`config.mk`:
```
export PLATFORM = sky130hd
export DESIGN_NAME = dcache_data_store
export DESIGN_NICKNAME = d
export VERILOG_FILES = /design/src/rtl/dcache_pkg.sv /design/src/rtl/dcache_data_store.sv
export SDC_FILE = /design/constraint.sdc
export NUM_CORES = 2
export LEC_CHECK = 0
export BUFFER_PORTS_ARGS = -buffer_cell sky130_fd_sc_hd__buf_4
export CORE_UTILIZATION = 38
export DETAILED_ROUTE_END_ITERATION = 10
export HOLD_SLACK_MARGIN = 0.05
export PLACE_DENSITY = 0.6
export SLEW_MARGIN = 20
export SYNTH_ARGS = -nofsm -noshare
export SYNTH_HDL_FRONTEND = slang
export SYNTH_MEMORY_MAX_BITS = 65536
export SYNTH_SLANG_ARGS = --single-unit
export TNS_END_PERCENT = 20
```
`constraint.sdc`:
```
create_clock -name clk -period 1.9 [get_ports clk]
set_input_delay 0.19 -clock clk [delete_from_list [all_inputs] [get_ports clk]]
set_output_delay 0.19 -clock clk [all_outputs]
set_load 0.02 [all_outputs]
```
`src/rtl/dcache_pkg.sv`:
```
`default_nettype none

package dcache_pkg;

    // geometry
    localparam int addr_w     = 32;
    localparam int index_w    = 4;
    localparam int word_off_w = 2;
    localparam int byte_off_w = 4;                              // byte within a line
    localparam int tag_w      = addr_w - index_w - byte_off_w;  // 24
    localparam int set_num    = 1 << index_w;
    localparam int word_num   = 1 << word_off_w;
    localparam int line_w     = 128;

    // strobe codes, lane 0
    localparam logic [3:0] sel_byte = 4'b0001;
    localparam logic [3:0] sel_half = 4'b0011;
    localparam logic [3:0] sel_word = 4'b1111;

    // controller state codes
    localparam logic [2:0] st_idle       = 3'd0;
    localparam logic [2:0] st_lookup     = 3'd1;
    localparam logic [2:0] st_writeback  = 3'd2;
    localparam logic [2:0] st_refill     = 3'd3;
    localparam logic [2:0] st_fill_write = 3'd4;

    // one line, seen flat or as words
    typedef union packed {
        logic [line_w-1:0]         flat;
        logic [word_num-1:0][31:0] words;
    } cache_line_u;

endpackage

`default_nettype wire

```
`src/rtl/dcache_data_store.sv`:
```
`default_nettype none

module dcache_data_store (
    input  logic                             clk,
    input  logic [dcache_pkg::index_w-1:0]   i_rd_index,
    input  logic [dcache_pkg::index_w-1:0]   i_wr_index,
    input  logic [1:0]                       i_we,
    input  logic                             i_fill,
    input  logic [dcache_pkg::line_w/8-1:0]  i_byte_en,
    input  dcache_pkg::cache_line_u          i_line,
    output dcache_pkg::cache_line_u          o_line0,
    output dcache_pkg::cache_line_u          o_line1
);
    import dcache_pkg::*;

    cache_line_u rd_line [2];

    for (genvar w = 0; w < 2; w++) begin : g_way
        cache_line_u mem [set_num];

        always_ff @(posedge clk) begin
            // whole line on a fill, strobed bytes on a store hit
            for (int b = 0; b < line_w / 8; b++) begin
                if (i_we[w] && (i_fill || i_byte_en[b]))
                    mem[i_wr_index].flat[8*b +: 8] <= i_line.flat[8*b +: 8];
            end
            rd_line[w] <= mem[i_rd_index];
        end
    end

    assign o_line0 = rd_line[0];
    assign o_line1 = rd_line[1];

endmodule

`default_nettype wire

```
==> results.md <==
- Worst stage delay on the critical path: 0.50 ns
- Status: complete, but fails checks
- Worst Max-Slew Pin Slew: between 1 and 1.5 ns
- Slowest-stage cell, CP: dfxtp_1
- Tot GR Track Use: roughly a fifth
- Pin count of the biggest net entering global routing: 37
- Vias after detailed routing: 83100
- Clock tree buffer depth: 4
- Max rail drop VDD: approximately 840 uV
- PwrDens: roughly 1100 nW/um2
- F_max: 534 MHz
- Filler cells: around 35000
- DRC errors left: 104
- Seq cells post-synth: 4352
- Die area: 428000 um2
- I/O pin count: 412
- Post-DR wirelength/cell: around 30 um
- Worst hold-check path type: primary input to flip-flop
- Clock transition at the registers of the reported paths: 0.06 ns
- Worst Path Max Fanout: 1
- WP data arrival: 1.68 ns
- Register area share after synthesis: 79.3%
- Post-synth EDFFs: 4096
- Cell variety after synth: 27
- Vias in the first global route: 85200
- Cell area after synthesis: 162000 um2
- WP data required: between 1.5 and 2 ns
- ANT nets after route: 0
- Syn nets: 7571
- Total Wirelength: 452 mm
- Root Buffer: clkbuf_16
- P&R area growth vs syn: 22.8%
- Final period utilization: 98.5%
- Initial antenna violation count: 47
- WP buf/inv: 1
- RSZ-0062 raised after global routing: false
- CTS sink cnt: 4352
- Critical path's top delay family: flip-flops
- First-pass GRT wire length: 635 mm
- Final Setup Violations: 0
- Post-Synthesis Cells: 7415
- Max cap viols: 0
- Clk_lat worst skew: about 1 ns
- Htree depth: 5
- Row cnt: 239
- PortBufs: 411
- DRT Pass-1 Iters: 8
- Share of cells above drive strength 1: 37.3%
- Detail Placement HPWL: 299 mm
- Drt initial violations: 9291
- Core area: 423000 um2
- Final hold vios: 0
- Top FF cell, synth: edfxtp_1
- Gr ovfl total: 0
- Crit. End Element: output port
- Vias/cell: ~5.4
- Crit Path Category: flip-flop to output port
- Max Clock Skew: 0.0488 ns
- Multi-input logic area: 31700 um2
- DIE WIDTH: 654 um
- Placed cell count: ~14000
- Most frequent cells in the layout: edfxtp_1 (4096), buf_4 (1546), mux4_2 (907), nor2_1 (517), clkbuf_16 (438)
- Ys Warns: 0
- Setup crit start kind: flip-flop
- Share of synthesized flip-flops with an asynchronous set or reset: 0%
- GP Congestion: 0.808
- Die Height: between 600 and 700 um
- Initial core utilization: 38.2%
- TritonCTS clock tree: done
- Register area: ~130000 um2
- Worst slew margin: about a quarter
- Fin cells: 15300
- Commonest non-fill, non-tap cell in the layout: edfxtp_1
- Failing checks: design-rule violations
- Shortest period the worst path allows: 1.87 ns
- # nets final: 9437
- Pwr Total: 209 mW
- Mean Syn Cell Area: between 20 and 25 um2
- Post-CTS repair timing setup buffer count: 0
- Crit-path cells: buf_4
- Inserted Clock Buffers: 430
- Final Max Slew Viols: 0
- Leakage: about 66 nW
==> stage by stage <==
stage               hold slack [ns]  area (um2)  setup slack (ns)  utilization (%)  TNS, ns
finish                        0.153      198000            0.0287             46.8        0
CTS                          0.0743      198000           0.00102             46.8        0
floorplan                     0.289      162000             0.132                -        0
detailed placement            0.604      182000            -0.361             43.0  -123.00
global placement              0.602      182000            -0.368             43.0  -172.33
global route                  0.132      198000            0.0250             46.8        0
==> flip-flops by register name, summed over array words and instances (netlist names) <==
register / count
rd_line: 256
g_way.mem: 4096
==> routing by layer <==
metal / share of wire (%) / track usage [%]
met1: 40 / 27.9
met2: 50 / 35.3
met3: 7.3 / 3.03
met4: 2.9 / 5.93
met5: 0.010 / 0
==> final timing paths <==
| path | from | to | slack (ns) | cells after the start |
|---|---|---|---|---|
| worst min register to register | g_way[0].mem[12][119]$_DFFE_PP_ | rd_line[0][119]$_DFF_P_ | 0.65 | 3 |
| worst max-delay path | rd_line[0][98]$_DFF_P_ | o_line0[98] | 0.03 | 1 |
| worst min-delay path | i_we[0] | g_way[0].mem[15][23]$_DFFE_PP_ | 0.15 | 4 |
| worst max register to register | g_way[0].mem[5][26]$_DFFE_PP_ | rd_line[0][26]$_DFF_P_ | 0.23 | 4 |
==> power by group <==
part	total, mW	internal, mW	switching, mW
Sequential	108	107	1.20
Clock	86.7	50.3	36.4
Combinational	13.6	5.68	7.91
==> cell type report <==
type                            count  share of cell area [%]
Multi-Input combinational cell   2612                    16.0
Sequential cell                  4352                    64.7
Timing Repair Buffer             1885                    8.49
Clock inverter                    218                    1.23
Clock buffer                      591                    6.07
Tap cell                         5663                    3.57
Antenna cell                       14                  0.0177
==> timing repair <==
item                       4_1_cts  5_1_grt
hold buffers                   153        0
setup endpoints to repair       77       15
hold endpoints to repair      5918        0
resized for setup               84        2
pin swaps                        0        0
cloned                           0        1
==> kinds of logic after synthesis <==
logic type,share of synthesized area (%)
buf+inv,1.25
compound gates,2.79
flops,79.3
simple gates,2.09
mux,14.6
==> synth_stat cells, drive strengths merged (76+ instances only) <==
master / number / area share, %
edfxtp: 4096 / 76
mux4: 907 / 13
nor2: 521 / 1.2
a22oi: 376 / 1.7
dfxtp: 256 / 3.2
clkbuf: 233 / 0.54
buf: 218 / 0.71
mux2: 207 / 1.4
nand2: 154 / 0.36
o21ai: 96 / 0.30
nor2b: 90 / 0.35
o221ai: 79 / 0.43
mux2i: 76 / 0.47
No activity file was read; power rests on OpenSTA's default activity.
