`config.mk`:
```
export PLATFORM = sky130hd
export DESIGN_NAME = dcache_tag_store
export DESIGN_NICKNAME = d
export VERILOG_FILES = /design/src/rtl/dcache_pkg.sv /design/src/rtl/dcache_tag_store.sv
export SDC_FILE = /design/constraint.sdc
export NUM_CORES = 1
export LEC_CHECK = 0
export ABC_CLOCK_PERIOD_IN_PS = 2500
export BUFFER_PORTS_ARGS = -buffer_cell sky130_fd_sc_hd__buf_4
export CAP_MARGIN = 20
export CORE_MARGIN = 8
export CORE_UTILIZATION = 50
export CTS_CLUSTER_SIZE = 30
export DETAILED_ROUTE_END_ITERATION = 8
export PLACE_DENSITY = 0.71
export SYNTH_ARGS = -nofsm -noshare
export SYNTH_HDL_FRONTEND = slang
export SYNTH_SLANG_ARGS = --single-unit
```
`constraint.sdc`:
```
create_clock -name clk -period 2.5 [get_ports clk]
set_input_delay 0.25 -clock clk [delete_from_list [all_inputs] [get_ports clk]]
set_output_delay 0.25 -clock clk [all_outputs]
set_load 0.005 [all_outputs]
```
`src/rtl/dcache_pkg.sv`:
```
`default_nettype none

package dcache_pkg;

    // geometry
    localparam int addr_w     = 32;
    localparam int index_w    = 4;
    localparam int word_off_w = 2;
    localparam int byte_off_w = 4;                              // byte within a line
    localparam int tag_w      = addr_w - index_w - byte_off_w;  // 24
    localparam int set_num    = 1 << index_w;
    localparam int word_num   = 1 << word_off_w;
    localparam int line_w     = 128;

    // strobe codes, lane 0
    localparam logic [3:0] sel_byte = 4'b0001;
    localparam logic [3:0] sel_half = 4'b0011;
    localparam logic [3:0] sel_word = 4'b1111;

    // controller state codes
    localparam logic [2:0] st_idle       = 3'd0;
    localparam logic [2:0] st_lookup     = 3'd1;
    localparam logic [2:0] st_writeback  = 3'd2;
    localparam logic [2:0] st_refill     = 3'd3;
    localparam logic [2:0] st_fill_write = 3'd4;

    // one line, seen flat or as words
    typedef union packed {
        logic [line_w-1:0]         flat;
        logic [word_num-1:0][31:0] words;
    } cache_line_u;

endpackage

`default_nettype wire

```
`src/rtl/dcache_tag_store.sv`:
```
`default_nettype none

module dcache_tag_store (
    input  logic                           clk,
    input  logic                           rstn,
    input  logic [dcache_pkg::index_w-1:0] i_rd_index,
    input  logic [dcache_pkg::index_w-1:0] i_wr_index,
    input  logic [dcache_pkg::tag_w-1:0]   i_tag,
    input  logic [1:0]                     i_tag_we,
    input  logic                           i_dirty_val,
    input  logic                           i_lru_we,
    input  logic                           i_lru_way,
    output logic                           o_hit,
    output logic                           o_hit_way,
    output logic                           o_victim_way,
    output logic                           o_victim_dirty,
    output logic [dcache_pkg::tag_w-1:0]   o_victim_tag
);
    import dcache_pkg::*;

    logic [tag_w-1:0]        tag_mem [2][set_num];
    logic [1:0][set_num-1:0] valid;
    logic [1:0][set_num-1:0] dirty;
    logic [set_num-1:0]      lru;       // least recently used way per set
    logic [tag_w-1:0]        rd_tag [2];
    logic [1:0]              rd_valid;
    logic [1:0]              hit;

    always_ff @(posedge clk) begin
        for (int w = 0; w < 2; w++) begin
            if (i_tag_we[w])
                tag_mem[w][i_wr_index] <= i_tag;
            rd_tag[w] <= tag_mem[w][i_rd_index];
        end
    end

    always_ff @(posedge clk) begin
        if (!rstn) begin
            valid    <= '0;
            dirty    <= '0;
            lru      <= '0;
            rd_valid <= '0;
        end else begin
            for (int w = 0; w < 2; w++) begin
                if (i_tag_we[w]) begin
                    valid[w][i_wr_index] <= 1'b1;
                    dirty[w][i_wr_index] <= i_dirty_val;   // set on store, cleared on clean fill
                end
                rd_valid[w] <= valid[w][i_rd_index];
            end
            if (i_lru_we)
                lru[i_wr_index] <= ~i_lru_way;  // the other way becomes the next victim
        end
    end

    // compare against the registered read
    assign hit[0]    = rd_valid[0] && (rd_tag[0] == i_tag);
    assign hit[1]    = rd_valid[1] && (rd_tag[1] == i_tag);
    assign o_hit     = |hit;
    assign o_hit_way = hit[1];

    // fill an empty way first
    assign o_victim_way   = !rd_valid[0] ? 1'b0 :
                            !rd_valid[1] ? 1'b1 : lru[i_wr_index];
    assign o_victim_tag   = rd_tag[o_victim_way];
    assign o_victim_dirty = rd_valid[o_victim_way] && dirty[o_victim_way][i_wr_index];

    // a fill only ever goes to a way that missed
    a_single_hit : assert property (@(posedge clk) disable iff (!rstn) !(hit[0] && hit[1]));

endmodule

`default_nettype wire

```
==> flow_metrics.py <==
metrics = {
    "logic_synthesis": {
        "synth_ff_type": "edfxtp_1",
        "synthTopCellsByArea": "edfxtp_1 (68%), mux4_2 (17%), dfxtp_1 (7.6%)",
        "yosys.area.top_type_share_pct": 67.55,
        "synth_cell_types": 43,
        "ys_async_sr_fraction_pct": 0,
        "yosys.area.top_type": "edfxtp_1",
        "ys_seq_area_share_pct": 75.18,
        "synth_cells": 1598,
        "avgSynthCellArea_sq_um": 21.36,
        "yosys_warnings": 0,
        "synth-seq-cells": 898,
        "synth_area_sq_um": 34140,
        "syn_nets": 1637,
        "synth_edf_count": 768,
    },
    "sta": {
        "fin_ws_ns": -0.7052,
        "rsz0062_at_grt": "true",
        "hold_violations": 0,
        "fin_crit_sh_pct": 128.2,
        "clock_skew_ns": 0.02571,
        "maxSlewViolCount": 0,
        "setup_tns_ns": -11.67,
        "max_freq_mhz": 312.0,
        "fin_crit_ns": 3.205,
        "worstMarginPinSlew_ns": 0.7453,
        "setup_viol": 28,
        "slew_headroom_pct": 50.31,
    },
    "floorplanning": {
        "start_util_pct": 50.13,
        "die_w_um": 277.3,
        "die_h_um": 277.3,
        "dieArea_sq_um": 76900,
        "ios": 67,
        "rows": 96,
        "core_area_sq_um": 68110,
    },
    "detailed_routing": {
        "drc_errors": 0,
        "wl_per_cell_um": 30.24,
        "antenna_left": 0,
        "vias_per_cell": 6.179,
        "drt_iter0_drc": 2093,
        "routed_wirelength_um": 83960,
        "via_count": 17154,
        "first_pass_iters": 7,
    },
    "place": {
        "dp_hpwl_um": 51210,
        "placed_cells": 2597,
        "port_buffers": 66,
        "routabilityCongestion": 0.8502,
    },
    "job": {
        "max-cap-violations": 0,
    },
    "worst_setup_path": {
        "crit_arrival_ns": 2.96,
        "cp_data_required_time_ns": 2.25,
        "crit_type": "flop to primary output",
        "cp-start-kind": "flop",
        "cp-end-kind": "primary output",
        "ff2ff_setup_slack_ns": 0.93,
        "cp_max_fo": 3,
    },
    "finish": {
        "fill_cells": 4755,
        "drive_gt1_share_pct": 35.22,
        "nets": 1859,
        "diodes": 0,
        "stdcell_count": 2776,
        "syn_to_final_growth_pct": 18.38,
    },
    "global_routing": {
        "antenna_found_initial": 3,
        "grt_pass1_vias": 17793,
        "grt_overflow": 0,
        "track_usage_pct": 21.88,
        "grt_max_degree": 83,
        "grt_pass1_wl_um": 122800,
    },
    "clock_tree": {
        "clk_pin_slew_ns": 0.06,
        "cts_root_buf": "clkbuf_16",
        "cts_tree": "done",
        "cts_buffers": 88,
        "cts_sinks": 898,
        "cts_buffer_depth": 3,
        "clock_latency_ns": 0.64,
        "htreeDepth": 3,
    },
    "power_and_ir_drop": {
        "p_leak_uw": 0.01319,
        "power.total_uw": 32140,
        "vdd_drop_max_v": 0.0005073,
        "power_density_nw_per_um2": 795.3,
    },
    "run_status": {
        "status": "finished with violations",
        "violations": "negative setup slack",
    },
    "hold_path": {
        "min_path_type": "primary input to flop",
    },
}
==> final cells by class <==
type / instances / area [sq um] / share of cell area, %
clock buffer: 115 / 2354 / 5.824
clock inverter: 49 / 588.1 / 1.455
inverter: 2 / 7.507 / 0.01858
multi-input combinational: 612 / 8419 / 20.83
sequential: 898 / 25680 / 63.55
tap: 882 / 1104 / 2.731
timing repair buffer: 218 / 2258 / 5.588
==> cell families (layout without fill, tap and decap cells) <==
logic type	count (synthesis)	after routing	synth area share, %
DFF	898	898	75.18
AOI/OAI and AO/OA	127	127	2.705
buffers and inverters	88	384	1.041
xor gates and xnor gates	48	48	1.231
and+or+nand+nor	149	149	1.899
muxes	288	288	17.95
==> cell usage after synthesis (2+ instances only) <==
master and number:
a211oi_1 2, a21boi_0 32, a22oi_1 2, and2_1 3, buf_1 19, buf_2 8
buf_4 2, clkbuf_1 56, dfxtp_1 130, edfxtp_1 768, inv_1 2, mux2_2 27
mux2i_1 5, mux4_1 2, mux4_2 254, nand2_1 59, nand2b_1 2, nand3_1 7
nand4_1 6, nor2_1 53, nor2b_1 4, nor3_1 2, nor4_1 7, o211a_1 16
o21a_1 32, o21ai_0 34, o31ai_1 2, xnor2_1 20, xor2_1 28
==> final timing paths <==
path,start,to,depth (start not counted)
worst max-delay path,lru[10],o_victim_dirty,8
worst min-delay path,i_tag[23],tag_mem[0][695],1
worst max register to register,valid[15],rd_valid[0],3
worst min register to register,valid[26],valid[26],1
==> worst max-delay path: stages, from the launching register on <==
cell and delay, ns:
dfxtp_2 0.33, mux2i_1 0.07, or3b_4 0.40, a41oi_4 0.33
mux4_2 0.56, a22oi_2 0.17, nand4_1 0.10, and4_1 0.24
buf_4 0.14
==> report_power, final <==
group	switching (uW)	internal, uW
Clock	5560	7750
Sequential	249	16600
Combinational	1040	914
Total	6850	25300
==> metrics by stage <==
stage | hold WS (ns) | area [sq um] | util [%] | worst slack, ns
after floorplan | 0.3489 | 34140 | - | 0.03055
after detailed placement | 0.4475 | 37230 | 54.67 | -0.2676
after CTS | 0.006648 | 40340 | 59.24 | -0.7050
after global placement | 0.4410 | 37230 | 54.67 | -0.3148
final | 0.03421 | 40410 | 59.34 | -0.7052
after global routing | 0.02113 | 40410 | 59.34 | -0.8388
==> state kept, by name, indices dropped and copies added (netlist names) <==
signal	flops
rd_tag	48
valid	32
lru	16
rd_valid	2
tag_mem	768
dirty	32
==> what timing repair did <==
action | CTS | global route
setup buffers | 3 | 2
resized for setup | 19 | 11
pin swaps | 8 | 3
endpoints found under the setup margin | 28 | 28
hold buffers | 10 | 0
hold endpoints to repair | 44 | 0
==> cell usage in the layout, fill, tap and decap left out, types with 4 or more instances in the layout <==
cell type and n:
clkinv_2 10, nand3_1 7, nor2_4 32, mux2_2 27
clkbuf_16 88, mux2i_1 5, buf_12 46, xor2_1 27
nor2b_1 4, a21boi_0 32, o21ai_0 34, bufinv_16 10
nor4_2 4, clkbuf_8 6, mux4_2 256, clkinv_1 17
buf_4 158, o211a_1 16, dlygate4sd3_1 10, nand2_1 59
dfxtp_1 122, xnor2_1 20, nor2_1 21, nand4_1 6
dfxtp_2 5, clkbuf_1 22, o21a_1 32, edfxtp_1 768
==> layer usage <==
| layer | wire length, um | share of wire [%] | vias up | track usage [%] |
|---|---|---|---|---|
| li1 | - | - | 7057 | - |
| met1 | 32750 | 39 | 9069 | 29.63 |
| met4 | 2803 | 3.3 | 4 | 7.217 |
| met5 | 21 | 0.025 | - | 0 |
| met2 | 40150 | 48 | 873 | 34.92 |
| met3 | 8238 | 9.8 | 151 | 5.395 |
Power figures use the tool's default switching activity.
