===== src/rtl/dcache_pkg.sv =====
`default_nettype none

package dcache_pkg;

    // geometry
    localparam int addr_w     = 32;
    localparam int index_w    = 4;
    localparam int word_off_w = 2;
    localparam int byte_off_w = 4;                              // byte within a line
    localparam int tag_w      = addr_w - index_w - byte_off_w;  // 24
    localparam int set_num    = 1 << index_w;
    localparam int word_num   = 1 << word_off_w;
    localparam int line_w     = 128;

    // strobe codes, lane 0
    localparam logic [3:0] sel_byte = 4'b0001;
    localparam logic [3:0] sel_half = 4'b0011;
    localparam logic [3:0] sel_word = 4'b1111;

    // controller state codes
    localparam logic [2:0] st_idle       = 3'd0;
    localparam logic [2:0] st_lookup     = 3'd1;
    localparam logic [2:0] st_writeback  = 3'd2;
    localparam logic [2:0] st_refill     = 3'd3;
    localparam logic [2:0] st_fill_write = 3'd4;

    // one line, seen flat or as words
    typedef union packed {
        logic [line_w-1:0]         flat;
        logic [word_num-1:0][31:0] words;
    } cache_line_u;

endpackage

`default_nettype wire


===== src/rtl/dcache_align.sv =====
`default_nettype none

module dcache_align (
    input  logic [31:0]                     i_adr,
    input  logic [31:0]                     i_dat,
    input  logic [3:0]                      i_sel,
    input  logic                            i_signed,
    input  dcache_pkg::cache_line_u         i_line,
    output logic [dcache_pkg::line_w/8-1:0] o_byte_en,
    output dcache_pkg::cache_line_u         o_wr_line,
    output logic [31:0]                     o_load_val,
    output logic                            o_misaligned
);
    import dcache_pkg::*;

    logic [word_off_w-1:0] word_idx;
    logic [1:0]            byte_idx;
    logic [3:0]            lane_sel;
    logic [31:0]           lane_dat;
    logic [31:0]           word_val;
    logic [31:0]           lane_val;

    assign word_idx = i_adr[byte_off_w-1:2];
    assign byte_idx = i_adr[1:0];

    // store side: move lane 0 strobe and data up to the addressed byte
    assign lane_sel  = i_sel << byte_idx;
    assign lane_dat  = i_dat << {byte_idx, 3'b000};
    assign o_byte_en = {{(line_w/8-4){1'b0}}, lane_sel} << {word_idx, 2'b00};

    always_comb begin
        o_wr_line = i_line;     // refill line with the store on top
        for (int b = 0; b < 4; b++) begin
            if (lane_sel[b])
                o_wr_line.words[word_idx][8*b +: 8] = lane_dat[8*b +: 8];
        end
    end

    // load side
    assign word_val = i_line.words[word_idx];
    assign lane_val = word_val >> {byte_idx, 3'b000};

    always_comb begin
        case (i_sel)
            sel_byte: o_load_val = {{24{i_signed & lane_val[7]}}, lane_val[7:0]};
            sel_half: o_load_val = {{16{i_signed & lane_val[15]}}, lane_val[15:0]};
            default:  o_load_val = word_val;
        endcase
    end

    always_comb begin
        case (i_sel)
            sel_half: o_misaligned = i_adr[0];
            sel_word: o_misaligned = |i_adr[1:0];
            default:  o_misaligned = 1'b0;     // bytes are always aligned
        endcase
    end

endmodule

`default_nettype wire


===== config.mk =====
export PLATFORM = sky130hd
export DESIGN_NAME = dcache_align
export DESIGN_NICKNAME = d
export VERILOG_FILES = /design/src/rtl/dcache_pkg.sv /design/src/rtl/dcache_align.sv
export SDC_FILE = /design/constraint.sdc
export NUM_CORES = 1
export LEC_CHECK = 0
export BUFFER_PORTS_ARGS = -buffer_cell sky130_fd_sc_hd__clkbuf_2
export CAP_MARGIN = 20
export CORE_AREA = 3 3 145 147
export DETAILED_ROUTE_END_ITERATION = 8
export DIE_AREA = 0 0 148 150
export GPL_ROUTABILITY_DRIVEN = 0
export PLACE_DENSITY = 0.52
export SYNTH_ARGS = -nofsm -noshare
export SYNTH_HDL_FRONTEND = slang
export SYNTH_SLANG_ARGS = --single-unit

===== constraint.sdc =====
create_clock -name vclk -period 1.4
set_input_delay 0.07 -clock vclk [all_inputs]
set_output_delay 0.07 -clock vclk [all_outputs]
set_load 0.1 [all_outputs]

==> results of run 1 <==
per-layer routing:
| metal | GRT usage [%] | up-vias |
|---|---|---|
| li1 | - | 2907 |
| met1 | 29.1 | 3149 |
| met2 | 45.1 | 246 |
| met3 | 5.48 | 45 |
| met4 | 3.79 | 0 |
| met5 | 0 | - |
repair_timing:
action | in CTS | in global routing
endpoints found under the setup margin | 176 | 176
buffers inserted | 4 | 56
hold buffers | 0 | 0
hold endpoints to repair | 0 | 0
resized for setup | 27 | 159
gates cloned | 4 | 16
pin swaps | 5 | 28
report_power, final:
part / internal [mW] / switching [mW] / leakage, nW
Sequential: 0 / 0 / 0
Clock: 0 / 0 / 0
Combinational: 3.24 / 4.95 / 5.82
Total: 3.24 / 4.95 / 5.82
final cells by class:
type                            instances  area (um^2)  area share, %
Multi-Input combinational cell        419         5510           42.9
Timing Repair Buffer                  571         6910           53.8
Tap cell                              270          338           2.63
Inverter                               11         80.1          0.624
synth_stat cells (2+ instances only):
cell,n
nand2_2,3
mux2i_1,26
nand2_1,44
buf_2,13
buf_6,5
a21oi_1,52
a32oi_1,3
mux2_2,105
clkbuf_1,11
a211oi_1,8
o211ai_1,4
nand4_2,5
and3_1,2
o21ai_0,11
mux4_1,3
nor2b_1,13
nand4_1,14
a22o_1,2
nor2b_2,2
or3b_2,2
buf_4,9
buf_1,2
o22ai_1,14
nor2_1,34
nor3b_1,2
nand2b_1,5
inv_1,10
mux4_2,30
nand3_1,7
a32o_1,2
final timing paths:
check | from | to | slack (ns) | depth (start not counted)
max | i_adr[3] | o_load_val[7] | -0.54 | 8
min | i_line[84] | o_wr_line[84] | 0.54 | 3
logic make-up (layout without fill, tap and decap cells):
logic type,count (synthesis),in the layout,share of synthesized area [%]
AND/OR/NAND/NOR,142,149,19.8
buffers and inverters,52,582,7.63
XOR/XNOR,1,1,0.223
AO/OA/AOI/OAI,100,103,15.4
multiplexers,166,166,57.0
==> out/results.ini, run 1 <==
[outcome]
status=finished with violations
violations=negative setup slack

[setup_path]
setup.worst_path.start_class=input pin
path_buf_inv=4
cp_max_fo=8
endpoint_kind=primary output
path_cells=buf_8, buf_12, buf_8, mux2i_4, mux4_2, mux2_4, a21oi_4, buf_12
critical_path.max_stage_delay_ns=0.56
crit_slowest_cell=mux4_2
cp_top_family=multiplexers
worstPathRequired_ns=1.33
cp.arrival_ns=1.87
path_class=in2out

[worst_hold_path]
hp-class=in2out

[grt]
track_usage_pct=24.3
grt_overflow=0
grt_pass1_wl_um=41200
grt_max_degree=25
grt_pass1_vias=6378
antenna_found_initial=0

[synthesis]
yosys-top-cells-area=mux2_2 30%, mux4_2 17%, a21oi_1 6.6%
synth_cell_types=48
synth.top_cell.area_share_pct=30.2
avgSynthCellArea_um2=8.51
netlist_instances=461
syn-num-nets=658
yosysWarnings=0
synth.yosys.seq_area_share_pct=0
synth_top_area_cell=mux2_2
synth_area_um2=3920

[cells_and_area]
seq_area_um2=0
final_cells=1271
nFlopsAndLatches=0
fin_area_um2=12800
insertedDiodeCount=0
clockBufferCount=0
final_util_pct=64.1
fillers=1578
most-common-layout-cells=206 x buf_12, 164 x clkbuf_2, 133 x buf_4
syn2layout_area_growth_pct=227
final_common_cell=buf_12
drive_gt1_share_pct=88.0
fin_nets=1200

[sta]
period_share_pct=139
tns_ns=-55.99
slew_headroom_pct=70.0
slew_violations=0
rsz0062_at_grt=true
worstMarginPinSlew_ns=0.449
holdWs_ns=0.542
period_minus_slack_ns=1.94
max_freq_mhz=514
finalHoldViolCount=0
setup_viol=175
fin_ws_ns=-0.544

[drt]
drc=0
wl_met3_um=2020
wl_met2_um=16600
vias=6347
drtAntennaViolNets=0
drtIter0Drc=305
wire_per_inst_um=24.8
top_layer_used=met4
vias_per_cell=4.99
finalWirelength_um=31500
firstDrtPassIters=4
wl_met1_um=12300

[placement]
place_area_um2=11100
portBuffers=346
place_ws_ns=-0.630
dp_hpwl_um=24400
place_inst=1192

[die]
core_um2=20000
die_y_um=150
rows=52
die_width_um=148
die_area_um2=22200
io_pins=374
initial_core_util_pct=19.6

[power]
total_power_mw=8.20
ir_drop_uv=475
powerDensity_nw_per_um2=638
p_leak_nw=5.82

[job]
drv_cap=0

No activity file was read; power rests on OpenSTA's default activity.
==> run 2: changes to the inputs <==
--- a/config.mk
+++ b/config.mk
@@ -7,9 +7,9 @@
 export LEC_CHECK = 0
 export BUFFER_PORTS_ARGS = -buffer_cell sky130_fd_sc_hd__clkbuf_2
 export CAP_MARGIN = 20
-export CORE_AREA = 3 3 145 147
+export CORE_AREA = 2 2 144 146
 export DETAILED_ROUTE_END_ITERATION = 8
-export DIE_AREA = 0 0 148 150
+export DIE_AREA = 0 0 146 148
 export GPL_ROUTABILITY_DRIVEN = 0
 export PLACE_DENSITY = 0.52
 export SYNTH_ARGS = -nofsm -noshare
==> run 2 against run 1 <==
The flow still finishes with violations (negative setup slack). Total power is 0.89% lower. Flip-flop and latch count is the same. Core utilization fell by 1.7 points. Setup slack got worse by 0.028 ns. Critical endpoint is now o_load_val[13]. Largest cell class unchanged.
==> out/results.ini, run 2 (synthesized netlist as in run 1, its figures left out) <==
[worst_hold_path]
min_to=o_wr_line[67]  ; was o_wr_line[84]
min_from=i_line[67]  ; was i_line[84]
hp-class=in2out  ; unchanged
holdPathStages=3  ; unchanged

[setup_path]
setup.worst_path.start_class=input pin  ; unchanged
cp_max_fo=7  ; was 8
cp.arrival_ns=1.90  ; was 1.87 ns
path_class=in2out  ; unchanged
path_buf_inv=4  ; unchanged
crit_top_cell=buf_12
cp_top_family=multiplexers  ; unchanged
critical_path.max_stage_delay_ns=0.58  ; was 0.56 ns
endpoint_kind=primary output  ; unchanged
path_cells=buf_12, buf_12, buf_12, mux2i_2, mux4_2, o32a_4, o211ai_1, clkbuf_16  ; was buf_8, buf_12, buf_8, mux2i_4, mux4_2, mux2_4, a21oi_4, buf_12
crit_slowest_cell=mux4_2  ; unchanged
worstPathRequired_ns=1.33  ; about the same

[sta]
rsz0062_at_grt=true  ; unchanged
finalHoldViolCount=0  ; unchanged
holdWs_ns=0.546  ; was 0.542 ns
fin_ws_ns=-0.572  ; was -0.544 ns
slew_violations=0  ; unchanged
setup_viol=174  ; was 175
max_freq_mhz=507  ; was 514 MHz
tns_ns=-41.64  ; was -55.99 ns
period_share_pct=141  ; was 139%
worstMarginPinSlew_ns=0.553  ; was 0.449 ns
period_minus_slack_ns=1.97  ; was 1.94 ns
slew_headroom_pct=63.0  ; was 70.0%

[placement]
place_inst=1194  ; was 1,192
place_area_um2=11100  ; about the same
portBuffers=346  ; unchanged
dp_hpwl_um=24100  ; was 24,400 um
place_ws_ns=-0.591  ; was -0.630 ns

[drt]
finalWirelength_um=30800  ; was 31,500 um
drtIter0Drc=229  ; was 305
wire_per_inst_um=24.7  ; was 24.8 um
vias_per_cell=5.03  ; was 4.99
drc=0  ; unchanged
drtAntennaViolNets=0  ; unchanged
vias=6268  ; was 6,347
firstDrtPassIters=4  ; unchanged

[power]
p_leak_nw=5.65  ; was 5.82 nW
p_int_mw=3.20  ; was 3.24 mW
pwr-share-seq_pct=0  ; about the same
power.switching_mw=4.92  ; was 4.95 mW
netSwitchingFraction_pct=60.6  ; was 60.5%
powerDensity_nw_per_um2=650  ; was 638 nW/um^2
p_clk_share_pct=0  ; about the same
total_power_mw=8.12  ; was 8.20 mW
combPwrFrac_pct=100.0  ; about the same
ir_drop_uv=363  ; was 475 uV

[cells_and_area]
fin_area_um2=12500  ; was 12,800 um^2
fin_nets=1175  ; was 1,200
nFlopsAndLatches=0  ; unchanged
fillers=1629  ; was 1,578
clockBufferCount=0  ; unchanged
final_cells=1247  ; was 1,271
final_common_cell=buf_12  ; unchanged
most-common-layout-cells=206 x buf_12, 163 x clkbuf_2, 130 x buf_4  ; was 206 x buf_12, 164 x clkbuf_2, 133 x buf_4
final_util_pct=62.4  ; was 64.1%
drive_gt1_share_pct=87.8  ; was 88.0%
syn2layout_area_growth_pct=219  ; was 227%
seq_area_um2=0  ; unchanged

[die]
io_pins=374  ; unchanged
initial_core_util_pct=19.6  ; unchanged
core_um2=20000  ; unchanged
die_width_um=146  ; was 148 um
die_y_um=148  ; was 150 um
die_area_um2=21600  ; was 22,200 um^2
rows=52  ; unchanged

[grt]
grt_pass1_wl_um=42600  ; was 41,200 um
grt_max_degree=25  ; unchanged
antenna_found_initial=1  ; was 0
grt_overflow=0  ; unchanged
grt_pass1_vias=6519  ; was 6,378
track_usage_pct=25.8  ; was 24.3%

[job]
drv_cap=0  ; unchanged

[cts]
ctsHoldBuffers=0  ; unchanged

[outcome]
status=finished with violations  ; unchanged
violations=negative setup slack  ; unchanged

run 2: cell types whose count changed in the layout (fill, tap and decap cells not counted), moves of 3 or more:
cell | before | now
buf_6 | 46 | 25
nor2_2 | 6 | 16
buf_4 | 133 | 130
o21ai_2 | 3 | 6
nor2_4 | 27 | 16
run 2: how the worst max path moves through the flow:
stage               slack [ns]              to      from  cells after the start
floorplan                -1.03  o_load_val[14]  i_adr[3]                      7
global placement         -0.56   o_load_val[0]  i_adr[3]                      8
detailed placement       -0.59   o_load_val[8]  i_adr[3]                      8
CTS                      -0.53  o_load_val[22]  i_adr[3]                      8
global route             -0.62  o_load_val[13]  i_adr[3]                      8
finish                   -0.57  o_load_val[13]  i_adr[3]                      8
run 2: power groups by stage:
stage	registers, mW	clock network, mW	logic (mW)
after detailed placement	0	0	7.59
after floorplan	0	0	4.66
after global routing	0	0.0000000955	8.32
after CTS	0	0	7.84
after global placement	0	0	7.56
final	0	0.0000000956	8.12
run 2: area by class of cell:
cell class | instances | area, um^2 | area share, %
antenna | 1 | 2.50 | 0.0200
timing repair buffer | 545 | 6620 | 52.9
tap | 270 | 338 | 2.70
multi-input combinational | 420 | 5470 | 43.7
inverter | 11 | 80.1 | 0.640
run 2: timing repair:
| item | 4_1_cts | 5_1_grt |
|---|---|---|
| gates resized for setup | 52 | 102 |
| pin swaps | 11 | 33 |
| endpoints found under the setup margin | 176 | 176 |
| cloned | 8 | 10 |
| buffers inserted | 12 | 22 |
run 2: metal layers:
metal | track usage (%) | share of wire (%) | vias up
met5 | 0 | 0 | -
met4 | 4.08 | 1.9 | 0
met3 | 4.94 | 6.3 | 38
met2 | 47.2 | 52 | 269
met1 | 32.0 | 40 | 3105
li1 | - | - | 2856
==> run 3: changes to the inputs <==
==> constraint.sdc (replaced) <==
create_clock -name vclk -period 1.81
set_input_delay 0.181 -clock vclk [all_inputs]
set_output_delay 0.181 -clock vclk [all_outputs]
set_load 0.1 [all_outputs]
==> run 3 against run 2 <==
The flow still finishes with violations (negative setup slack). Total power fell by 24%. Via count rose by 0.22%. Sequential share of layout area is the same. Non-clock buffer count is 15 lower. Cell count shrank 1.8%. Hold slack better by 0.22 ns. Wire length shrank 0.66%. Design area fell by 2.2%. Clock-buffer cell count stayed put. Critical path type unchanged. Largest cell class unchanged. Highest routed layer unchanged.
==> out/results.ini, run 3 (synthesized netlist as in run 1, its figures left out) <==
[setup_path]
setup.worst_path.start_class=input pin  ; unchanged
path_cells=buf_8, buf_12, mux2i_1, mux4_2, o32a_4, o211ai_1, clkbuf_16  ; was buf_12, buf_12, buf_12, mux2i_2, mux4_2, o32a_4, o211ai_1, clkbuf_16
worstPathRequired_ns=1.63  ; was 1.33 ns
crit_slowest_cell=mux4_2  ; unchanged
critical_path.max_stage_delay_ns=0.57  ; was 0.58 ns
cp.arrival_ns=1.97  ; was 1.90 ns
cp_max_fo=8  ; was 7
endpoint_kind=primary output  ; unchanged
path_class=in2out  ; unchanged

[drt]
vias_per_cell=5.13  ; was 5.03
finalWirelength_um=30600  ; was 30,800 um
wire_per_inst_um=24.9  ; was 24.7 um
drtAntennaViolNets=0  ; unchanged
drtIter0Drc=478  ; was 229
drc=0  ; unchanged
vias=6282  ; was 6,268
firstDrtPassIters=6  ; was 4

[cells_and_area]
drive_gt1_share_pct=85.8  ; was 87.8%
clockBufferCount=0  ; unchanged
nFlopsAndLatches=0  ; unchanged
fin_nets=1154  ; was 1,175
most-common-layout-cells=203 x buf_12, 162 x clkbuf_2, 104 x buf_4  ; was 206 x buf_12, 163 x clkbuf_2, 130 x buf_4
fillers=1614  ; was 1,629
insertedDiodeCount=0  ; was 1
final_common_cell=buf_12  ; unchanged
seq_area_um2=0  ; unchanged
final_cells=1225  ; was 1,247
multi_input_area_um2=5230  ; was 5470 um^2
fin_area_um2=12200  ; was 12,500 um^2
syn2layout_area_growth_pct=212  ; was 219%
final_util_pct=61.0  ; was 62.4%

[power]
total_power_mw=6.21  ; was 8.12 mW
p_leak_nw=5.59  ; was 5.65 nW
ir_drop_uv=287  ; was 363 uV
powerDensity_nw_per_um2=508  ; was 650 nW/um^2

[outcome]
violations=negative setup slack  ; unchanged
status=finished with violations  ; unchanged

[die]
die_area_um2=21600  ; unchanged
die_y_um=148  ; unchanged
initial_core_util_pct=19.6  ; unchanged
die_width_um=146  ; unchanged
core_um2=20000  ; unchanged
rows=52  ; unchanged
io_pins=374  ; unchanged

[sta]
period_minus_slack_ns=2.15
finalHoldViolCount=0  ; unchanged
slew_headroom_pct=60.5  ; was 63.0%
period_share_pct=119
tns_ns=-14.86  ; was -41.64 ns
fin_ws_ns=-0.336  ; was -0.572 ns
worstMarginPinSlew_ns=0.591  ; was 0.553 ns
setup_viol=131  ; was 174
rsz0062_at_grt=true  ; unchanged
max_freq_mhz=466
holdWs_ns=0.767  ; was 0.546 ns
slew_violations=0  ; unchanged

[grt]
met3_usage_pct=5.03  ; was 4.94%
grt_overflow=0  ; unchanged
grtUsageMet2_pct=43.8  ; was 47.2%
grt-busiest-layer=met2  ; unchanged
grtUsageMet1_pct=30.8  ; was 32.0%
track_usage_pct=24.7  ; was 25.8%
grt_pass1_wl_um=40500  ; was 42,600 um
antenna_found_initial=0  ; was 1
grt_pass1_vias=6187  ; was 6,519
grt_max_degree=25  ; unchanged

[job]
drv_cap=0  ; unchanged

[placement]
place_inst=1157  ; was 1,194
portBuffers=346  ; unchanged
place_ws_ns=-0.387  ; was -0.591 ns
place_area_um2=10600  ; was 11,100 um^2
dp_hpwl_um=23600  ; was 24,100 um

[worst_hold_path]
holdPathStages=3  ; unchanged
hp-class=in2out  ; unchanged

[cts]
ctsHoldBuffers=0  ; unchanged

[run 3: timing repair]
item,CTS,global route
pin swaps,9,28
buffers inserted,10,42
gates cloned,5,12
resized for setup,45,156
endpoints found under the setup margin,168,171
endpoints found under the hold margin,0,0
[run 3: report_power, final]
group          total (mW)  internal, mW  leakage (nW)  switching [mW]
Clock                   0             0             0               0
Combinational        6.21          2.43          5.59            3.78
Sequential              0             0             0               0
Total                6.21          2.43          5.59            3.78
[run 3: final timing paths]
check         from             end  slack (ns)
min    i_line[125]  o_wr_line[125]        0.77
max       i_adr[3]  o_load_val[12]       -0.34
[run 3: metal layers]
layer  share of wire, %  up-vias  wire, um
li1                   -     2805         -
met1                 40     3094     12100
met2                 51      330     15500
met3                6.6       53      2030
met4                2.9        0       887
met5                  0        -         0
[run 3: final cells by class]
cell class                      instances  area share, %
Tap cell                              270           2.76
Timing Repair Buffer                  530           53.8
Inverter                               11          0.655
Multi-Input combinational cell        414           42.8
[run 3: worst max-delay path: cells and delay by family]
family,cells,cell delay (ns)
multiplexers,2,0.70
buffers and inverters,3,0.52
AO/OA/AOI/OAI,2,0.55
