<file path="config.mk">
export PLATFORM = sky130hd
export DESIGN_NAME = dcache_ctrl
export DESIGN_NICKNAME = d
export VERILOG_FILES = /design/src/rtl/dcache_pkg.sv /design/src/rtl/dcache_ctrl.sv
export SDC_FILE = /design/constraint.sdc
export NUM_CORES = 1
export LEC_CHECK = 0
export BUFFER_PORTS_ARGS = -buffer_cell sky130_fd_sc_hd__buf_2
export CAP_MARGIN = 20
export CORE_AREA = 2 2 269 271
export DETAILED_ROUTE_END_ITERATION = 10
export DIE_AREA = 0 0 271 273
export GPL_TIMING_DRIVEN = 0
export PLACE_DENSITY = 0.48
export SLEW_MARGIN = 15
export SYNTH_ARGS = -nofsm -noshare
export SYNTH_HDL_FRONTEND = slang
export SYNTH_SLANG_ARGS = --single-unit
</file>
<file path="constraint.sdc">
create_clock -name clk -period 7.1 [get_ports clk]
set_input_delay 1.775 -clock clk [delete_from_list [all_inputs] [get_ports clk]]
set_output_delay 1.775 -clock clk [all_outputs]
set_load 0.005 [all_outputs]
</file>
<file path="src/rtl/dcache_pkg.sv">
`default_nettype none

package dcache_pkg;

    // geometry
    localparam int addr_w     = 32;
    localparam int index_w    = 4;
    localparam int word_off_w = 2;
    localparam int byte_off_w = 4;                              // byte within a line
    localparam int tag_w      = addr_w - index_w - byte_off_w;  // 24
    localparam int set_num    = 1 << index_w;
    localparam int word_num   = 1 << word_off_w;
    localparam int line_w     = 128;

    // strobe codes, lane 0
    localparam logic [3:0] sel_byte = 4'b0001;
    localparam logic [3:0] sel_half = 4'b0011;
    localparam logic [3:0] sel_word = 4'b1111;

    // controller state codes
    localparam logic [2:0] st_idle       = 3'd0;
    localparam logic [2:0] st_lookup     = 3'd1;
    localparam logic [2:0] st_writeback  = 3'd2;
    localparam logic [2:0] st_refill     = 3'd3;
    localparam logic [2:0] st_fill_write = 3'd4;

    // one line, seen flat or as words
    typedef union packed {
        logic [line_w-1:0]         flat;
        logic [word_num-1:0][31:0] words;
    } cache_line_u;

endpackage

`default_nettype wire

</file>
<file path="src/rtl/dcache_ctrl.sv">
`default_nettype none

module dcache_ctrl (
    input  logic                           clk,
    input  logic                           rstn,
    input  logic                           i_cyc,
    input  logic                           i_stb,
    input  logic                           i_we,
    input  logic                           i_signed,
    input  logic [31:0]                    i_adr,
    input  logic [31:0]                    i_dat,
    input  logic [3:0]                     i_sel,
    output logic                           o_ack,
    output logic                           o_err,
    output logic [31:0]                    o_dat,
    output logic                           o_mem_cyc,
    output logic                           o_mem_stb,
    output logic                           o_mem_we,
    output logic [31:0]                    o_mem_adr,
    output dcache_pkg::cache_line_u        o_mem_dat,
    input  logic                           i_mem_ack,
    input  dcache_pkg::cache_line_u        i_mem_dat,
    output logic [dcache_pkg::index_w-1:0] o_index,
    output logic [dcache_pkg::tag_w-1:0]   o_lookup_tag,
    input  logic                           i_hit,
    input  logic                           i_hit_way,
    input  logic                           i_victim_way,
    input  logic                           i_victim_dirty,
    input  logic [dcache_pkg::tag_w-1:0]   i_victim_tag,
    output logic [1:0]                     o_tag_we,
    output logic                           o_dirty_val,
    output logic                           o_lru_we,
    output logic                           o_lru_way,
    output logic [1:0]                     o_data_we,
    output logic                           o_fill,
    input  dcache_pkg::cache_line_u        i_rd_line,
    output logic [31:0]                    o_req_adr,
    output logic [31:0]                    o_req_dat,
    output logic [3:0]                     o_req_sel,
    output logic                           o_req_signed,
    input  logic [31:0]                    i_load_val,
    input  logic                           i_misaligned
);
    import dcache_pkg::*;

    logic [2:0]         state;
    logic               accept;
    logic               req_we;
    logic [index_w-1:0] req_index;
    logic               fill_way;
    logic [tag_w-1:0]   wb_tag;
    cache_line_u        line_buf;   // victim line and later the refill line

    // the ack/err cycle still shows the old stb and is not a new request
    assign accept    = i_cyc && i_stb && !o_ack && !o_err;
    assign req_index = o_req_adr[byte_off_w +: index_w];

    assign o_index      = (state == st_idle) ? i_adr[byte_off_w +: index_w] : req_index;
    assign o_lookup_tag = o_req_adr[addr_w-1 -: tag_w];

    always_ff @(posedge clk) begin
        if (!rstn) begin
            state <= st_idle;
            o_ack <= 1'b0;
            o_err <= 1'b0;
        end else begin
            o_ack <= 1'b0;
            o_err <= 1'b0;
            case (state)
                st_idle: begin
                    if (accept)
                        state <= st_lookup;
                end
                st_lookup: begin
                    if (i_misaligned) begin
                        o_err <= 1'b1;
                        state <= st_idle;
                    end else if (i_hit) begin
                        o_ack <= 1'b1;
                        state <= st_idle;
                    end else if (i_victim_dirty) begin
                        state <= st_writeback;
                    end else begin
                        state <= st_refill;
                    end
                end
                st_writeback: begin
                    if (i_mem_ack)
                        state <= st_refill;
                end
                st_refill: begin
                    if (i_mem_ack)
                        state <= st_fill_write;
                end
                st_fill_write: begin
                    o_ack <= 1'b1;
                    state <= st_idle;
                end
                default: state <= st_idle;
            endcase
        end
    end

    always_ff @(posedge clk) begin
        if (state == st_idle && accept) begin
            o_req_adr    <= i_adr;
            o_req_dat    <= i_dat;
            o_req_sel    <= i_sel;
            o_req_signed <= i_signed;
            req_we       <= i_we;
        end
        if (state == st_lookup) begin
            line_buf <= i_rd_line;
            fill_way <= i_victim_way;
            wb_tag   <= i_victim_tag;
        end
        if (state == st_refill && i_mem_ack) begin
            line_buf <= i_mem_dat;
            // a load puts the fetched bytes back over themselves in the fill
            if (!req_we)
                o_req_dat <= i_mem_dat.words[o_req_adr[byte_off_w-1:2]]
                             >> {o_req_adr[1:0], 3'b000};
        end
        if ((state == st_lookup && i_hit) || state == st_fill_write)
            o_dat <= i_load_val;
    end

    always_comb begin
        o_tag_we    = '0;
        o_data_we   = '0;
        o_dirty_val = 1'b0;
        o_lru_we    = 1'b0;
        o_lru_way   = 1'b0;
        o_fill      = 1'b0;
        case (state)
            st_lookup: begin
                if (i_hit && !i_misaligned) begin
                    o_lru_we  = 1'b1;
                    o_lru_way = i_hit_way;
                    if (req_we) begin
                        o_data_we[i_hit_way] = 1'b1;
                        o_tag_we[i_hit_way]  = 1'b1;   // same tag rewritten as dirty
                        o_dirty_val          = 1'b1;
                    end
                end
            end
            st_fill_write: begin
                o_fill              = 1'b1;
                o_data_we[fill_way] = 1'b1;
                o_tag_we[fill_way]  = 1'b1;
                o_dirty_val         = req_we;
                o_lru_we            = 1'b1;
                o_lru_way           = fill_way;
            end
            default: ;
        endcase
    end

    assign o_mem_cyc = (state == st_writeback) || (state == st_refill);
    assign o_mem_stb = o_mem_cyc;
    assign o_mem_we  = (state == st_writeback);
    assign o_mem_adr = {(state == st_writeback) ? wb_tag : o_lookup_tag, req_index,
                        {byte_off_w{1'b0}}};
    // in lookup the array line is passed on so the align unit reads the hit data
    assign o_mem_dat = (state == st_lookup) ? i_rd_line : line_buf;

    // a response is a single-cycle pulse
    a_resp_pulse : assert property (@(posedge clk) disable iff (!rstn)
        (o_ack || o_err) |=> !(o_ack || o_err));
    // each memory transfer holds still until the slave acks
    a_mem_hold   : assert property (@(posedge clk) disable iff (!rstn)
        o_mem_stb && !i_mem_ack |=> o_mem_stb && $stable(o_mem_adr) && $stable(o_mem_we)
                                    && $stable(o_mem_dat));

endmodule

`default_nettype wire

</file>
==> results_dict.tcl, run 1 <==
set metrics [dict create \
    outcome "finished, final reports clean" \
    cts_buffers 36 \
    final_hold_viol_count 0 \
    use_met3_pct 4.92 \
    grt-ovfl-total 0 \
    nets 2012 \
    netlist_top_cells_area "dfxtp_1 27%, mux2_2 26%, edfxtp_1 23%, mux4_2 6.6%, mux2i_1 4.7%" \
    met2_usage_pct 30.3 \
    layout_common_cells "724 x buf_2, 288 x mux2_2, 165 x dfxtp_1, 95 x edfxtp_1, 58 x mux2i_1" \
    synth_edf_count 95 \
    nFillCells 7598 \
    crit_fanout 34 \
    crit_arrival_ns 3.29 \
    clkTransAtPathRegs_ns 0.06 \
    grt_start_max_net_pins 35 \
    final_area_um2 18200 \
    holdPathEnd "o_req_dat[30]$_DFF_P_" \
    grt_pass1_vias 11200 \
    maxCapViolCount 0 \
    multiInputGateArea_um2 5550 \
    antenna_left 0 \
    ys_ff_latch 260 \
    clockRootBuffer "clkbuf_16" \
    ys_types 43 \
    die_h_um 273 \
    slew_viol_final 0 \
    rows 98 \
    setup_violations 0 \
    drive_gt1_share_pct 70.9 \
    holdBufCountCts 0 \
    hold_depth 2 \
    ios 694 \
    gp_congestion 0.863 \
    leakage_nw 8.15 \
    drt_iter0_drc 514 \
    antenna_found_initial 10 \
    timing.final.crit_share_pct 71.4 \
    cts_buffer_depth 3 \
    viasPerCell 4.10 \
    top_usage_layer "met2" \
    rsz0062_at_grt "false" \
    end_kind "output pin" \
    htreeDepth 2 \
    area_growth_pct 47.2 \
    timing.fmax_mhz 197 \
    coreArea_um2 71000 \
    worstHoldPathType "flip-flop to flip-flop" \
    ys_warn_count 0 \
    use_met1_pct 20.4 \
    synth_sequential_area_ratio_pct 49.7 \
    routedWlPerCell_um 25.5 \
    final_common_cell "buf_2" \
    finClkSkew_ns 0.0272 \
    syn_area_um2 12400 \
    holdWs_ns 0.527 \
    grt.total_usage_pct 17.1 \
    post_cts_buffers 0 \
    rr_endpoint "o_dat[22]$_DFFE_PP_" \
    cts.sinks 260 \
    hold_start "o_req_dat[30]$_DFF_P_" \
    synth_area_per_cell_um2 13.9 \
    startpoint_type "flip-flop" \
    first_pass_iters 5 \
    wl_um 66300 \
    yosys_most_used_dff "dfxtp_1" \
    power_density_nw_per_um2 288 \
    dieArea_um2 74000 \
    crit_type "flip-flop to output pin" \
    vdd_drop_max_uv 154 \
    port-buffer-count 689 \
    die_w_um 271 \
    cts_tree "built" \
    slew_headroom_pct 28.5 \
    p_total_mw 5.24 \
    synthCells 888 \
    worstMarginPinSlew_ns 1.07 \
    register_area_um2 6160 \
    min_period_ns 5.07 \
    cts_resized 0 \
    r2r_slack_ns 4.20 \
    grt_pass1_wl_um 88000 \
    initial_core_util_pct 17.4 \
    dp_hpwl_um 54800 \
    async_reset_ff_share_pct 0 \
    drc 0 \
    dpl_cell_area_um2 17100 \
    reg2regPathDepth 6 \
    clk_latency_ns 0.56 \
    fin_setup_tns_ns 0 \
    cp.required_ns 5.33 \
    synth_top_area_share_pct 26.7 \
    vias 10700 \
    yosysTopAreaCell "dfxtp_1" \
    r2r_start "state[0]$_SDFFE_PN0P_" \
]
==> cell type report <==
class	instances	share of cell area, %
sequential	260	33.8
multi-input combinational	528	30.5
timing repair buffer	691	19.1
tap	950	6.52
clock buffer	48	5.41
buffer	99	3.68
clock inverter	15	0.899
inverter	4	0.0824
antenna	4	0.0549
==> state kept, by name, indices dropped and copies added (netlist names) <==
register,flops
line_buf,128
o_req_signed,1
fill_way,1
o_dat,32
wb_tag,24
o_req_sel,4
o_ack,1
req_we,1
o_err,1
o_req_dat,32
state,3
o_req_adr,32
==> cell usage after synthesis, types with 2 or more instances <==
cell type    n
o21ai_1      2
edfxtp_1    95
buf_1        4
clkbuf_1     4
a32oi_1      7
dfxtp_1    165
buf_2       35
o21ai_0      5
a32o_1       5
mux2_2     288
mux4_2      36
nand3_1      6
inv_1        4
mux2i_1     58
nand2_1     37
nor3_1       2
a21oi_1     10
buf_6       12
and2_1       3
nand2b_1     2
buf_4       44
nor2_1       4
a31oi_1      4
a221oi_1     5
nor3b_1      5
o22ai_1      9
a22oi_1     12
or3b_2       5
nor2b_1      4
o221ai_1     3
==> where the power goes <==
| part | leakage, nW | switching (mW) | internal (mW) |
|---|---|---|---|
| clock | 0.556 | 0.718 | 1.08 |
| sequential | 2.27 | 0.0976 | 1.88 |
| combinational | 5.33 | 0.668 | 0.792 |
==> routing by layer <==
metal	vias to the layer above	share of wire, %	wire length (um)
met1	5271	41	27100
li1	4802	-	-
met5	-	0.018	12
met3	78	7.3	4820
met4	2	2.0	1320
met2	513	50	33000
==> kinds of logic after synthesis <==
logic type,after synthesis,synth area share [%]
mux,382,37.4
flops,260,49.7
buf+inv,103,5.54
simple gates,79,3.65
compound gates,63,3.61
other cells,1,0.0303
==> how the worst max path moves through the flow <==
| stage | startpoint | endpoint | slack, ns | depth (start not counted) |
|---|---|---|---|---|
| after detailed placement | state[0]$_SDFFE_PN0P_ | o_tag_we[0] | 2.38 | 9 |
| after global placement | i_stb | o_req_signed$_DFFE_PN_ | 2.06 | 7 |
| after global routing | state[0]$_SDFFE_PN0P_ | o_tag_we[0] | 1.72 | 9 |
| after floorplan | i_misaligned | o_tag_we[0] | 2.92 | 4 |
| after CTS | state[0]$_SDFFE_PN0P_ | o_tag_we[0] | 1.75 | 9 |
| final | state[0]$_SDFFE_PN0P_ | o_tag_we[0] | 2.03 | 9 |
==> stage by stage <==
step,worst slack (ns),util [%],instances
after global routing,1.72,25.7,2595
after floorplan,2.92,-,891
final,2.03,25.7,2599
after CTS,1.75,25.7,2595
after global placement,2.06,24.0,2530
after detailed placement,2.38,24.0,2532
==> worst max-delay path, cell delays in order (launching register included) <==
cell	delay, ns
dfxtp_1	0.30
buf_2	0.22
nor3b_4	0.54
buf_6	0.28
buf_6	0.35
and3b_1	0.27
nand2_1	0.07
o22ai_1	0.37
buf_4	0.18
buf_2	0.12
(Power assumes the default switching activity.)
==> run 2, diff against run 1 <==
- CORE_AREA: 2 2 269 271 -> 2 2 270 272
- DIE_AREA: 0 0 271 273 -> 0 0 272 274
- PLACE_DENSITY: 0.48 -> 0.47
- clock period: 7.1 -> 5.25 ns (I/O delays scaled with it)
==> results_dict.tcl, run 2 (synthesis gave the netlist of run 1 again) <==
set metrics [dict create \
    crit_fanout 34 \
    port-buffer-count 689 \
    r2r_start "state[0]$_SDFFE_PN0P_" \
    holdBufCountCts 0 \
    clkTransAtPathRegs_ns 0.06 \
    die_w_um 272 \
    p_int_mw 5.12 \
    initial_core_util_pct 17.2 \
    end_kind "output pin" \
    final_common_cell "buf_2" \
    reg2regPathDepth 6 \
    r2r_slack_ns 2.22 \
    nFillCells 7745 \
    regMostFlops "line_buf" \
    clk_latency_ns 0.55 \
    startpoint_type "flip-flop" \
    die_h_um 274 \
    seq_power_share_pct 37.6 \
    cts.sinks 260 \
    antenna_left 0 \
    rows 99 \
    grt.total_usage_pct 16.7 \
    slew_headroom_pct 29.2 \
    clkPwrFrac_pct 35.0 \
    layout_common_cells "724 x buf_2, 288 x mux2_2, 165 x dfxtp_1, 95 x edfxtp_1, 58 x mux2i_1" \
    final_hold_viol_count 0 \
    drt_iter0_drc 443 \
    use_met1_pct 19.2 \
    nets 2010 \
    switchingPower_mw 2.01 \
    crit_type "flip-flop to output pin" \
    clockRootBuffer "clkbuf_16" \
    setup_violations 0 \
    worstHoldPathType "flip-flop to flip-flop" \
    wl_um 65100 \
    cts_tree "built" \
    timing.final.crit_share_pct 90.2 \
    drive_gt1_share_pct 71.3 \
    grt_start_max_net_pins 35 \
    crit_arrival_ns 3.42 \
    sw_frac_of_total_pct 28.1 \
    cts_resized 0 \
    register_area_um2 6160 \
    met2_usage_pct 30.0 \
    antenna_found_initial 14 \
    timing.fmax_mhz 211 \
    maxCapViolCount 0 \
    use_met3_pct 4.97 \
    hold_depth 2 \
    grt_pass1_wl_um 86000 \
    finClkSkew_ns 0.0162 \
    area_growth_pct 47.6 \
    hold_start "o_req_dat[28]$_DFF_P_" \
    worstMarginPinSlew_ns 1.06 \
    drc 0 \
    grt-ovfl-total 0 \
    cts_buffers 34 \
    ios 694 \
    dp_hpwl_um 54200 \
    cts_buffer_depth 3 \
    vdd_drop_max_uv 228 \
    largest_reg_flops 128 \
    rr_endpoint "o_dat[2]$_DFFE_PP_" \
    gp_congestion 0.856 \
    first_pass_iters 5 \
    fin_setup_tns_ns 0 \
    viasPerCell 4.06 \
    multiInputGateArea_um2 5550 \
    rsz0062_at_grt "false" \
    grt_pass1_vias 11100 \
    pwr-share-comb_pct 27.4 \
    leakage_nw 8.18 \
    min_period_ns 4.74 \
    vias 10600 \
    htreeDepth 2 \
    power_density_nw_per_um2 390 \
    cp.required_ns 3.94 \
    routedWlPerCell_um 25.0 \
    dieArea_um2 74500 \
    holdWs_ns 0.539 \
    post_cts_buffers 0 \
    coreArea_um2 72000 \
    holdPathEnd "o_req_dat[28]$_DFF_P_" \
    slew_viol_final 0 \
    outcome "finished, final reports clean" \
    top_usage_layer "met2" \
]
## run 2: cell count changes in the layout (fill, tap and decap cells not counted)
cell / delta
clkinvlp_4: -1
diode_2: -1
clkbuf_16: -2
buf_12: -1
clkbuf_8: +3
bufinv_16: +1
inv_6: +2
clkinv_4: +2
clkbuf_1: -1
buf_16: +1
clkinv_1: -5
## run 2: stage by stage
stage | total power [mW] | worst slack [ns] | instance area, um2 | util (%) | instances
after global routing | 7.51 | 0.177 | 18300 | 25.4 | 2604
after floorplan | 3.71 | 2.00 | 12400 | - | 891
after global placement | 4.67 | 0.765 | 17000 | 23.7 | 2539
after detailed placement | 4.72 | 0.890 | 17100 | 23.7 | 2541
final | 7.13 | 0.513 | 18300 | 25.4 | 2606
after CTS | 7.26 | 0.254 | 18300 | 25.4 | 2603
## run 2: critical path, cell delays in order, from the launching register on
cell	delay, ns
dfxtp_1	0.30
buf_2	0.22
nor3b_4	0.63
buf_6	0.32
buf_6	0.36
and3b_1	0.27
nand2_1	0.06
o22ai_1	0.38
buf_4	0.18
buf_2	0.13
## run 2: how the worst max path moves through the flow
stage                                      from                       to  slack [ns]
after global routing      state[0]$_SDFFE_PN0P_              o_tag_we[0]        0.18
after global placement                    i_stb  o_req_adr[21]$_DFFE_PN_        0.77
after CTS                 state[0]$_SDFFE_PN0P_              o_tag_we[0]        0.25
after floorplan                    i_misaligned              o_tag_we[0]        2.00
final                     state[0]$_SDFFE_PN0P_              o_tag_we[0]        0.51
after detailed placement  state[0]$_SDFFE_PN0P_              o_tag_we[0]        0.89
## run 2: layout make-up
cell class / instances / share of cell area, %
Antenna cell: 3 / 0.0411
Buffer: 99 / 3.67
Clock buffer: 48 / 5.33
Clock inverter: 14 / 1.11
Inverter: 4 / 0.0822
Multi-Input combinational cell: 528 / 30.4
Sequential cell: 260 / 33.7
Tap cell: 959 / 6.57
Timing Repair Buffer: 691 / 19.1
## run 2: power by group through the flow
stage | logic, mW | registers [mW] | clock network, mW
floorplan | 1.02 | 2.69 | 0
global placement | 1.96 | 2.71 | 0
detailed placement | 1.99 | 2.73 | 0
CTS | 1.99 | 2.69 | 2.58
global route | 2.12 | 2.72 | 2.66
finish | 1.95 | 2.68 | 2.49
## run 2: metal layers
| layer | up-vias | part of all wire [%] |
|---|---|---|
| met5 | - | 0.094 |
| met4 | 10 | 2.1 |
| met3 | 78 | 7.4 |
| met2 | 508 | 51 |
| met1 | 5176 | 40 |
| li1 | 4797 | - |
==> run 3, diff against run 2 <==
- ABC_AREA: unset -> 1
- CORE_AREA: 2 2 270 272 -> 2 2 269 271
- DIE_AREA: 0 0 272 274 -> 0 0 271 273
==> results_dict.tcl, run 3 <==
set metrics [dict create \
    ys_ff_latch 260 \
    dp_hpwl_um 66000 \
    layout_common_cells "701 x buf_2, 675 x nand2_1, 165 x dfxtp_1, 162 x nor2_1, 144 x nand3_1" \
    min_period_ns 4.44 \
    r2r_slack_ns 2.61 \
    rows 98 \
    dieArea_um2 74000 \
    ys_warn_count 0 \
    synth_top_area_share_pct 27.5 \
    holdPathEnd "line_buf[97]$_DFF_P_" \
    die_w_um 271 \
    p_total_mw 7.89 \
    finClkSkew_ns 0.0282 \
    wl_um 78300 \
    nFillCells 8135 \
    clockRootBuffer "clkbuf_16" \
    drt_iter0_drc 837 \
    crit_type "flip-flop to output pin" \
    ys_types 23 \
    routedWlPerCell_um 23.6 \
    area_growth_pct 48.4 \
    synth_most_common_cell "nand2_1" \
    cts_resized 0 \
    worstMarginPinSlew_ns 1.02 \
    leakage_nw 8.94 \
    htreeDepth 2 \
    regMostFlops "line_buf" \
    end_kind "output pin" \
    drc 0 \
    fin_cells 3318 \
    dpl_cell_area_um2 16700 \
    p_int_mw 5.15 \
    synthTopCellsByCount "675 x nand2_1, 165 x dfxtp_1, 162 x nor2_1" \
    synthCells 1609 \
    reg2regPathDepth 10 \
    pwr-share-comb_pct 33.4 \
    hold_start "line_buf[97]$_DFF_P_" \
    largest_reg_flops 128 \
    first_pass_iters 5 \
    viasPerCell 4.25 \
    yosysTopAreaCell "dfxtp_1" \
    seq_power_share_pct 36.9 \
    synth_area_per_cell_um2 7.48 \
    cts_buffer_depth 3 \
    maxCapViolCount 0 \
    timing.final.crit_share_pct 84.6 \
    timing.fmax_mhz 225 \
    crit_start "state[2]$_SDFFE_PN0P_" \
    final_area_um2 17800 \
    grt_pass1_wl_um 105000 \
    netlist_top_cells_area "dfxtp_1 27%, edfxtp_1 24%, nand2_1 21%, a31oi_1 6.7%, nand3_1 6.0%" \
    crit_arrival_ns 3.13 \
    crit_fanout 10 \
    hold_depth 2 \
    cts.sinks 260 \
    die_h_um 273 \
    cts_tree "built" \
    antenna_found_initial 32 \
    clkPwrFrac_pct 29.7 \
    worstHoldPathType "flip-flop to flip-flop" \
    ios 694 \
    multiInputGateArea_um2 5120 \
    cts_buffers 35 \
    cp.required_ns 3.94 \
    slew_viol_final 0 \
    finalWorstSetupSlack_ns 0.807 \
    post_cts_buffers 0 \
    holdWs_ns 0.489 \
    drive_gt1_share_pct 34.0 \
    final_common_cell "buf_2" \
    synth_edf_count 95 \
    dp_cells 3253 \
    final_util_pct 25.1 \
    rsz0062_at_grt "false" \
    grt_pass1_vias 13900 \
    vias 14100 \
    coreArea_um2 71000 \
    preCtsSetupSlack_ns 0.698 \
    outcome "finished, final reports clean" \
    clkTransAtPathRegs_ns 0.06 \
    setup_violations 0 \
    sw_frac_of_total_pct 34.8 \
    grt.total_usage_pct 20.3 \
    initial_core_util_pct 16.9 \
    grt_start_max_net_pins 48 \
    startpoint_type "flip-flop" \
    power_density_nw_per_um2 442 \
    slew_headroom_pct 32.0 \
    antenna_left 0 \
    port-buffer-count 689 \
    grt-ovfl-total 0 \
    syn_area_um2 12000 \
    vdd_drop_max_uv 206 \
    register_area_um2 6160 \
    async_reset_ff_share_pct 0 \
    fin_setup_tns_ns 0 \
    nets 2733 \
    holdBufCountCts 0 \
    yosys_most_used_dff "dfxtp_1" \
    gp_congestion 0.872 \
    rr_endpoint "o_req_dat[7]$_DFF_P_" \
    final_hold_viol_count 0 \
    synth_sequential_area_ratio_pct 51.2 \
    switchingPower_mw 2.75 \
    r2r_start "o_req_adr[3]$_DFFE_PN_" \
    clk_latency_ns 0.57 \
]
## run 3: kinds of logic after synthesis
| logic type | share of synthesized area (%) |
|---|---|
| simple gates | 32.8 |
| flops | 51.2 |
| compound gates | 9.51 |
| buf+inv | 6.44 |
| other cells | 0.0312 |
## run 3: metal layers
metal / GRT usage, % / part of all wire (%) / up-vias
met5: 0 / 0.30 / -
met4: 8.27 / 4.2 / 36
met3: 5.61 / 7.6 / 141
met2: 37.1 / 50 / 615
met1: 22.0 / 38 / 6521
li1: - / - / 6783
## run 3: final cells by class
type | instances | area share [%]
Antenna cell | 5 | 0.0701
Buffer | 136 | 3.86
Clock buffer | 47 | 5.22
Clock inverter | 12 | 0.848
Inverter | 24 | 0.505
Multi-Input combinational cell | 1192 | 28.7
Sequential cell | 260 | 34.5
Tap cell | 950 | 6.66
Timing Repair Buffer | 692 | 19.7
## run 3: worst max-delay path by stage
| stage | to | cells after the start |
|---|---|---|
| finish | o_tag_we[0] | 7 |
| global route | o_tag_we[0] | 7 |
| CTS | o_tag_we[0] | 6 |
| detailed placement | o_tag_we[0] | 6 |
| global placement | o_mem_dat[124] | 5 |
| floorplan | o_tag_we[1] | 6 |
## run 3: critical path, stage by stage, from the launching register on
cell and delay (ns):
dfxtp_1 0.38, nor3_2 0.25, clkbuf_8 0.24, buf_2 0.40, nand2_1 0.28, o32ai_1 0.66, buf_4 0.21, buf_2 0.12
## run 3: power by group through the flow
stage,sequential [mW],clock (mW),combinational (mW)
global route,2.98,2.49,2.93
detailed placement,2.95,0,2.67
global placement,2.95,0,2.65
CTS,2.91,2.41,2.69
floorplan,2.92,0,1.25
finish,2.91,2.34,2.64
